`config.mk`:
```
export PLATFORM = sky130hd
export DESIGN_NAME = countdown_display
export DESIGN_NICKNAME = d
export VERILOG_FILES = /design/src/dz_pkg.sv /design/src/digit_if.sv /design/src/scan_if.sv /design/src/countdown_display.sv /design/src/matrix_driver.sv /design/src/row_scanner.sv /design/src/countdown_sequencer.sv
export SDC_FILE = /design/constraint.sdc
export NUM_CORES = 1
export LEC_CHECK = 0
export BUFFER_PORTS_ARGS = -buffer_cell sky130_fd_sc_hd__buf_2
export CORE_ASPECT_RATIO = 2
export CORE_MARGIN = 2
export CORE_UTILIZATION = 42
export CTS_BUF_LIST = sky130_fd_sc_hd__clkbuf_4 sky130_fd_sc_hd__clkbuf_8
export CTS_CLUSTER_DIAMETER = 80
export CTS_CLUSTER_SIZE = 24
export DETAILED_ROUTE_END_ITERATION = 16
export PLACE_DENSITY = 0.68
export SKIP_LAST_GASP = 1
export SYNTH_ARGS = -nofsm -noshare
export SYNTH_HDL_FRONTEND = slang
export SYNTH_SLANG_ARGS = --single-unit
```
`constraint.sdc`:
```
create_clock -name clk -period 5.7 [get_ports clk]
set_input_delay 0.855 -clock clk [delete_from_list [all_inputs] [get_ports clk]]
set_output_delay 0.855 -clock clk [all_outputs]
set_load 0.05 [all_outputs]
```
`src/dz_pkg.sv`:
```
package dz_pkg;

    // matrix geometry
    localparam int ROWS = 8;
    localparam int COLS = 8;

    localparam int SCAN_DIV        = 4;   // clocks per row slot
    localparam int FRAMES_PER_STEP = 2;   // whole frames per digit

    // one digit stays up for this many clocks
    localparam int STEP_CYCLES = SCAN_DIV * ROWS * FRAMES_PER_STEP;

    typedef logic [2:0] digit_t;
    typedef logic [2:0] row_idx_t;

    // counter types sized from the timing constants
    typedef logic [$clog2(SCAN_DIV)-1:0]    scan_cnt_t;
    typedef logic [$clog2(STEP_CYCLES)-1:0] step_cnt_t;

    localparam digit_t FIRST_DIGIT = 3'd7;

    typedef enum logic [1:0]
    {
        COLOR_RED,
        COLOR_YELLOW,   // red and green lit together
        COLOR_GREEN
    } color_e;

    // 7..4 red, 3..2 yellow, 1..0 green
    function automatic color_e color_of(digit_t d);
        color_e c;
        if (d >= 3'd4)
            c = COLOR_RED;
        else if (d >= 3'd2)
            c = COLOR_YELLOW;
        else
            c = COLOR_GREEN;
        return c;
    endfunction

endpackage
```
`src/digit_if.sv`:
```
// digit and colour band from the sequencer to the driver
interface digit_if;

    logic           run;
    dz_pkg::digit_t digit;
    dz_pkg::color_e color;
    logic           last;   // at 0 and holding

    modport seq
    (
        output run,
        output digit,
        output color,
        output last
    );

    modport drv
    (
        input run,
        input digit,
        input color,
        input last
    );

endinterface

```
`src/scan_if.sv`:
```
// row timing from the scanner to the driver
interface scan_if;

    logic             scanning;     // a row slot is valid
    dz_pkg::row_idx_t row_idx;
    logic             row_start;    // first cycle of a slot
    logic             frame_start;  // first cycle of row 0

    modport scan
    (
        output scanning,
        output row_idx,
        output row_start,
        output frame_start
    );

    modport drv
    (
        input scanning,
        input row_idx,
        input row_start,
        input frame_start
    );

endinterface

```
`src/countdown_display.sv`:
```
module countdown_display (
    input  logic                    clk,
    input  logic                    rst,
    input  logic                    start,
    output logic [dz_pkg::ROWS-1:0] row,
    output logic [dz_pkg::COLS-1:0] colr,
    output logic [dz_pkg::COLS-1:0] colg
);

    digit_if dig ();
    scan_if  scan ();

    // sequencer and scanner both start on the same edge
    countdown_sequencer u_seq (
        .clk   (clk),
        .rst   (rst),
        .start (start),
        .dig   (dig.seq)
    );

    row_scanner u_scan (
        .clk   (clk),
        .rst   (rst),
        .start (start),
        .scan  (scan.scan)
    );

    matrix_driver u_drv (
        .clk   (clk),
        .rst   (rst),
        .dig   (dig.drv),
        .scan  (scan.drv),
        .row   (row),
        .colr  (colr),
        .colg  (colg)
    );

endmodule

```
`src/matrix_driver.sv`:
```
module matrix_driver (
    input  logic                    clk,
    input  logic                    rst,
    digit_if.drv                    dig,
    scan_if.drv                     scan,
    output logic [dz_pkg::ROWS-1:0] row,
    output logic [dz_pkg::COLS-1:0] colr,
    output logic [dz_pkg::COLS-1:0] colg
);

    dz_pkg::digit_t          frame_digit;
    dz_pkg::color_e          frame_color;
    dz_pkg::digit_t          cur_digit;
    dz_pkg::color_e          cur_color;
    logic                    active;
    logic                    red_on;
    logic                    green_on;
    logic [dz_pkg::COLS-1:0] pattern;
    logic [dz_pkg::ROWS-1:0] row_sel;

    // bitmaps for 0..7, row 0 is the blank top line
    function automatic logic [dz_pkg::COLS-1:0] glyph_row(dz_pkg::digit_t d,
                                                          dz_pkg::row_idx_t r);
        logic [dz_pkg::COLS-1:0] pat;
        pat = '0;
        case (d)
            3'd7:
                case (r)
                    3'd1:             pat = 8'b0111_1110;
                    3'd2:             pat = 8'b0000_0110;
                    3'd3:             pat = 8'b0000_1100;
                    3'd4:             pat = 8'b0001_1000;
                    3'd5, 3'd6, 3'd7: pat = 8'b0011_0000;
                    default:          pat = '0;
                endcase
            3'd6:
                case (r)
                    3'd1, 3'd7:       pat = 8'b0011_1100;
                    3'd2:             pat = 8'b0110_0000;
                    3'd3:             pat = 8'b0111_1100;
                    3'd4, 3'd5, 3'd6: pat = 8'b0110_0110;
                    default:          pat = '0;
                endcase
            3'd5:
                case (r)
                    3'd1:       pat = 8'b0111_1110;
                    3'd2:       pat = 8'b0110_0000;
                    3'd3:       pat = 8'b0111_1100;
                    3'd4, 3'd5: pat = 8'b0000_0110;
                    3'd6:       pat = 8'b0110_0110;
                    3'd7:       pat = 8'b0011_1100;
                    default:    pat = '0;
                endcase
            3'd4:
                case (r)
                    3'd1, 3'd6, 3'd7: pat = 8'b0000_1100;
                    3'd2:             pat = 8'b0001_1100;
                    3'd3:             pat = 8'b0010_1100;
                    3'd4:             pat = 8'b0100_1100;
                    3'd5:             pat = 8'b0111_1110;
                    default:          pat = '0;
                endcase
            3'd3:
                case (r)
                    3'd1, 3'd7: pat = 8'b0011_1100;
                    3'd2, 3'd6: pat = 8'b0110_0110;
                    3'd3, 3'd5: pat = 8'b0000_0110;
                    3'd4:       pat = 8'b0001_1100;
                    default:    pat = '0;
                endcase
            3'd2:
                case (r)
                    3'd1:    pat = 8'b0011_1100;
                    3'd2:    pat = 8'b0110_0110;
                    3'd3:    pat = 8'b0000_0110;
                    3'd4:    pat = 8'b0000_1100;
                    3'd5:    pat = 8'b0011_0000;
                    3'd6:    pat = 8'b0110_0000;
                    3'd7:    pat = 8'b0111_1110;
                    default: pat = '0;
                endcase
            3'd1:
                case (r)
                    3'd1, 3'd2, 3'd4, 3'd5, 3'd6: pat = 8'b0001_1000;
                    3'd3:                         pat = 8'b0011_1000;
                    3'd7:                         pat = 8'b0111_1110;
                    default:                      pat = '0;
                endcase
            default:
                case (r)
                    3'd1, 3'd7:                   pat = 8'b0011_1100;
                    3'd2, 3'd3, 3'd4, 3'd5, 3'd6: pat = 8'b0100_0010;
                    default:                      pat = '0;
                endcase
        endcase
        return pat;
    endfunction

    // digit and colour are frozen per frame so a glyph never tears mid-scan
    always_ff @(posedge clk)
    begin
        if (scan.frame_start)
        begin
            frame_digit <= dig.digit;
            frame_color <= dig.color;
        end
    end

    assign cur_digit = scan.frame_start ? dig.digit : frame_digit;
    assign cur_color = scan.frame_start ? dig.color : frame_color;

    assign active   = dig.run && scan.scanning;
    assign pattern  = glyph_row(cur_digit, scan.row_idx);
    assign red_on   = (cur_color != dz_pkg::COLOR_GREEN);
    assign green_on = (cur_color != dz_pkg::COLOR_RED);

    always_comb
    begin
        for (int i = 0; i < dz_pkg::ROWS; i++)
            row_sel[i] = (scan.row_idx != dz_pkg::row_idx_t'(i));  // active low
    end

    always_ff @(posedge clk or posedge rst)
    begin
        if (rst)
        begin
            row  <= '1;
            colr <= '0;
            colg <= '0;
        end
        else if (!active)
        begin
            row  <= '1;
            colr <= '0;
            colg <= '0;
        end
        else if (scan.row_start)   // drive only changes at slot boundaries
        begin
            row  <= row_sel;
            colr <= red_on ? pattern : '0;
            colg <= green_on ? pattern : '0;
        end
    end

endmodule

```
`src/row_scanner.sv`:
```
module row_scanner (
    input  logic clk,
    input  logic rst,
    input  logic start,
    scan_if.scan scan
);

    dz_pkg::scan_cnt_t presc;     // clocks within the current slot
    logic              slot_end;
    logic              last_row;

    assign slot_end = (presc == dz_pkg::scan_cnt_t'(dz_pkg::SCAN_DIV - 1));
    assign last_row = (scan.row_idx == dz_pkg::row_idx_t'(dz_pkg::ROWS - 1));

    always_ff @(posedge clk or posedge rst)
    begin
        if (rst)
        begin
            scan.scanning    <= 1'b0;
            scan.row_idx     <= '0;
            scan.row_start   <= 1'b0;
            scan.frame_start <= 1'b0;
            presc            <= '0;
        end
        else if (!start)
        begin
            scan.scanning    <= 1'b0;
            scan.row_idx     <= '0;
            scan.row_start   <= 1'b0;
            scan.frame_start <= 1'b0;
            presc            <= '0;
        end
        else if (!scan.scanning)
        begin
            // first slot of the first frame
            scan.scanning    <= 1'b1;
            scan.row_idx     <= '0;
            scan.row_start   <= 1'b1;
            scan.frame_start <= 1'b1;
            presc            <= '0;
        end
        else if (slot_end)
        begin
            presc            <= '0;
            scan.row_idx     <= last_row ? '0 : scan.row_idx + 1'b1;
            scan.row_start   <= 1'b1;
            scan.frame_start <= last_row;  // wrapping back to row 0
        end
        else
        begin
            presc            <= presc + 1'b1;
            scan.row_start   <= 1'b0;
            scan.frame_start <= 1'b0;
        end
    end

endmodule

```
`src/countdown_sequencer.sv`:
```
module countdown_sequencer (
    input  logic clk,
    input  logic rst,
    input  logic start,
    digit_if.seq dig
);

    dz_pkg::step_cnt_t step_cnt;
    dz_pkg::digit_t    next_digit;
    logic              step_done;

    assign step_done = (step_cnt == dz_pkg::step_cnt_t'(dz_pkg::STEP_CYCLES - 1));

    // saturate at 0
    assign next_digit = (dig.digit == '0) ? dig.digit : dig.digit - 1'b1;

    always_ff @(posedge clk or posedge rst)
    begin
        if (rst)
        begin
            dig.run   <= 1'b0;
            dig.digit <= dz_pkg::FIRST_DIGIT;
            dig.color <= dz_pkg::color_of(dz_pkg::FIRST_DIGIT);
            dig.last  <= 1'b0;
            step_cnt  <= '0;
        end
        else if (!start)
        begin
            // idle, armed for the next start
            dig.run   <= 1'b0;
            dig.digit <= dz_pkg::FIRST_DIGIT;
            dig.color <= dz_pkg::color_of(dz_pkg::FIRST_DIGIT);
            dig.last  <= 1'b0;
            step_cnt  <= '0;
        end
        else
        begin
            dig.run <= 1'b1;
            if (dig.run)
            begin
                step_cnt <= step_done ? '0 : step_cnt + 1'b1;
                if (step_done)
                begin
                    // colour follows the new digit on the same edge
                    dig.digit <= next_digit;
                    dig.color <= dz_pkg::color_of(next_digit);
                    dig.last  <= (next_digit == '0);
                end
            end
        end
    end

endmodule

```
==> results.txt <==
The total number of vias came out at about 2,300. The peak per-stage delay on the critical path came out at 0.79 ns. The final number of max-transition violations came out at 0. The maximum achievable frequency is between 300 and 400 MHz.

The number of hold-slack violations in the final timing report is 0. The number of CTS-inserted buffers is 5. Summing all placed instances gives a cell area of slightly below 3000 um^2. The worst hold path terminates at u_scan.presc[0]$_DFF_PP0_. The slew at the pin closest to its max-slew limit came out at between 0.7 and 0.8 ns. The final-layout fill cell count came out at 675. The cell taking the most area after synthesis is sky130_fd_sc_hd__dfrtp_1. In this run the vertical extent of the chip is 119 um. The post-synthesis share of cell area spent on xor and xnor gates came out at under 10%. The static leakage came out at 1.28 nW. The flow ran to the end, and the final reports show no timing, DRC or antenna violations. TritonCTS built the clock tree. The number of buffer and inverter stages on the critical path is 1.

The startpoint identified for the worst register-to-register timing path is u_scan.scan.row_idx[2]$_DFFE_PP0P_. STA classifies the critical path startpoint as a register. Synthesis instantiated 61 different standard cells from the library. The critical path is of the register to register type.

The detailed placer's ending HPWL came out at 4660 um. With fillers left out, the area of the finished cells amounts to ~3000 um^2. The clock sink count is between 40 and 50. The synthesized instance count is around 310. The insertion delay to the later sink of the worst-skew pair came out at 0.31 ns. The worst slew margin relative to its limit came out at 49.4%. The number of design-rule violations left by the first detailed-router iteration is 73. At the worst endpoint, the arrival time is 3.12 ns. The total number of nets in the final design is between 300 and 400. In the final routed layout, each cell accounts on average for 15.8 um. The mean number of vias per cell is between 5 and 6. The minimum clock period is 2.92 ns. The share of the synthesized area in the top cell type is between 20% and 30%. Among all flip-flop cells after synthesis, the most frequent one is sky130_fd_sc_hd__dfrtp_1. The signal on the critical path passes through inv_1 > ha_1 > or3_1 > o22ai_1 > nor2_1 > a211o_1 > a32o_1. The number of antenna violations at the first check in global routing came out at 0. 0 antenna diodes ended up in the layout. Among all cell types in the netlist, the one instantiated most often is sky130_fd_sc_hd__nand2_1. The effective utilization at floorplan came out at 42.8%. After clock tree synthesis, the setup repair step added 0 buffers. Setup repair after global routing left no endpoint under its margin.

The tree is rooted in a sky130_fd_sc_hd__clkbuf_8. The area growth from synthesis to layout is 7.58%. The die covers approximately 7300 um^2.

The die boundary width is 61.6 um. The ratio of total power to cell area came out at 202 nW/um^2. The worst setup path is captured at a register. Data on the critical path is required at its endpoint by 5.90 ns. The count of cells resized by post-cts repair is 0.

The first detailed-routing pass took 4 iterations. The post-route clock skew is 0.0109 ns. The number of remaining DRC errors came out at 0. The clock passes through at most 2 buffers. The residual overflow from global routing came out at 0.

Cells with a size suffix above 1 make up 18.6% of the layout. By area the synthesized netlist is led by sky130_fd_sc_hd__dfrtp_1 25%, sky130_fd_sc_hd__dfstp_2 10%, sky130_fd_sc_hd__nand2_1 5.5%. The number of antenna-violating nets in the routed design is 0.

The level count of the clock H-tree is 2. The via count of the first global-routing pass is 2,199. After layout, the worst path uses 51.3% of the clock period.

The synthesized design contains 0 enable-type register cells. The count of max-cap constraint violations is 0. The worst register-to-register path ends at u_drv.colg[1]$_DFFE_PP0P_. The number of warnings reported in the yosys synthesis log is 0. The total negative slack is 0 ns. The global-route wire length before repair is 10,600 um. The flop-to-flop setup slack came out at 2.78 ns.

The tightest min-delay check is of the register to register type. The quantity of hold-fixing buffers added after cts is 0. After synthesis the netlist holds a flip-flop and latch count of 44. The number of I/O port buffers came out at 22.

The sequential cell area fraction in the yosys report is roughly two fifths. The post-synthesis instance area came out at 2790 um^2. The site row count came out at 42. The post-synthesis area per instance is 9.05 um^2. Global routing used 18.9% of the available tracks. The synthesized netlist devotes 21.4% of its cell area to compound gates. The count of pins on the block boundary came out at 27. After synthesis, the share of cell area in mux cells is 3.99%. The worst reg2reg path depth came out at 7.

The last weighted congestion value of the routability-driven placer came out at 0.919. Clock-pin slew was measured on the worst setup and hold paths at 0.09 ns. VDD sags by at most approximately 0.19 mV. The count of final setup violators is 0. In this run the standard cell core region covers 6520 um^2.

The highest fanout seen on the critical path came out at 25. The worst hold path begins at u_scan.presc[0]$_DFF_PP0_. The slowest stage of the critical path belongs to the cell sky130_fd_sc_hd__dfrtp_1. The synthesized netlist devotes 5.38% of its cell area to adder and majority cells. Entering global routing, the biggest net connects 40 pins. The fraction of synthesis flops using an asynchronous set or reset pin came out at 88.6%. After detailed routing, the total wire length is 6470 um. The largest family of logic cells by synthesized area is compound AO/OA/AOI/OAI gates. The share of synthesized cell area in and, or, nand and nor gates came out at 20.7%. The critical path's top delay family is compound AO/OA/AOI/OAI gates. The depth of the worst hold-timing path is 1. By count the netlist is led by 41 x sky130_fd_sc_hd__nand2_1, 28 x sky130_fd_sc_hd__dfrtp_1, 18 x sky130_fd_sc_hd__o21ai_0.
logic make-up (layout without fill, tap and decap cells):
family,Yosys count,count (layout)
AOI/OAI and AO/OA,84,84
xor gates and xnor gates,5,5
adders and majority gates,12,12
buffers and inverters,37,48
DFF,44,44
muxes,9,9
other,1,4
and+or+nand+nor,116,116
metrics by stage:
| step | total power, mW | setup WS [ns] | utilization [%] | cells | hold WS [ns] |
|---|---|---|---|---|---|
| after global routing | 0.629 | 2.60 | 46.0 | 410 | 0.477 |
| after floorplan | 0.356 | 3.17 | - | 311 | 0.415 |
| after global placement | 0.359 | 2.94 | 44.3 | 402 | 0.429 |
| after detailed placement | 0.360 | 2.85 | 44.3 | 402 | 0.449 |
| final | 0.605 | 2.78 | 46.0 | 410 | 0.463 |
| after CTS | 0.615 | 2.82 | 46.0 | 410 | 0.462 |
area by class of cell:
| cell class | instances | area (um^2) | area share, % |
|---|---|---|---|
| clock buffers | 5 | 68.8 | 2.29 |
| flip-flops and latches | 44 | 1090 | 36.3 |
| clock inverters | 3 | 46.3 | 1.54 |
| inverters | 15 | 58.8 | 1.96 |
| well taps | 88 | 110 | 3.67 |
| repair buffers | 25 | 133 | 4.42 |
| multi-input cells | 230 | 1490 | 49.8 |
registers in the layout (all words and copies together), names as in the netlist:
signal	count
u_scan.scan.row_idx	3
u_scan.presc	2
u_seq.dig.color	2
u_scan.scan.row_start	1
u_drv.colg	6
u_drv.colr	6
u_drv.frame_color	2
u_drv.row	8
u_seq.dig.digit	3
u_drv.frame_digit	3
u_scan.scan.frame_start	1
u_scan.scan.scanning	1
u_seq.step_cnt	6
worst max path at each step:
stage	slack, ns	startpoint	to	depth (start not counted)
final	2.78	u_scan.scan.row_idx[2]$_DFFE_PP0P_	u_drv.colg[1]$_DFFE_PP0P_	7
after global routing	2.60	u_scan.scan.row_idx[2]$_DFFE_PP0P_	u_drv.colg[5]$_DFFE_PP0P_	7
after CTS	2.82	u_scan.scan.row_idx[2]$_DFFE_PP0P_	u_drv.colg[1]$_DFFE_PP0P_	7
after detailed placement	2.85	u_scan.scan.row_idx[2]$_DFFE_PP0P_	u_drv.colg[1]$_DFFE_PP0P_	7
after global placement	2.94	u_scan.scan.row_idx[2]$_DFFE_PP0P_	u_drv.colg[1]$_DFFE_PP0P_	7
after floorplan	3.17	u_scan.scan.row_idx[2]$_DFFE_PP0P_	u_drv.colg[1]$_DFFE_PP0P_	9
cell usage in the layout (no fill, tap or decap), drive strengths merged, types with 5 or more instances in the layout:
cell type,Yosys,layout
nand2,41,41
dfrtp,28,28
buf,13,25
o21ai,23,23
nor2,17,17
inv,15,16
ha,12,12
dfstp,11,11
a21oi,10,10
nor2b,10,10
nor3,10,10
o211ai,8,8
nand2b,6,6
nand3,6,6
xnor2,5,5
a21boi,5,5
o2111ai,5,5
clkbuf,9,5
dfxtp,5,5
a211oi,5,5
mux2i,5,5
per-layer routing:
metal / GRT usage [%] / up-vias / wire (um)
met5: 0 / - / 0
met4: 8.38 / 0 / 188
met2: 29.0 / 62 / 3250
met1: 24.9 / 1116 / 2800
li1: - / 1123 / -
met3: 3.58 / 12 / 236
power breakdown:
group	internal (mW)	leakage (nW)	switching [mW]
sequential	0.315	0.541	0.00767
clock	0.132	0.0548	0.119
combinational	0.00834	0.684	0.0224
total	0.456	1.28	0.149
Power figures use the tool's default switching activity.
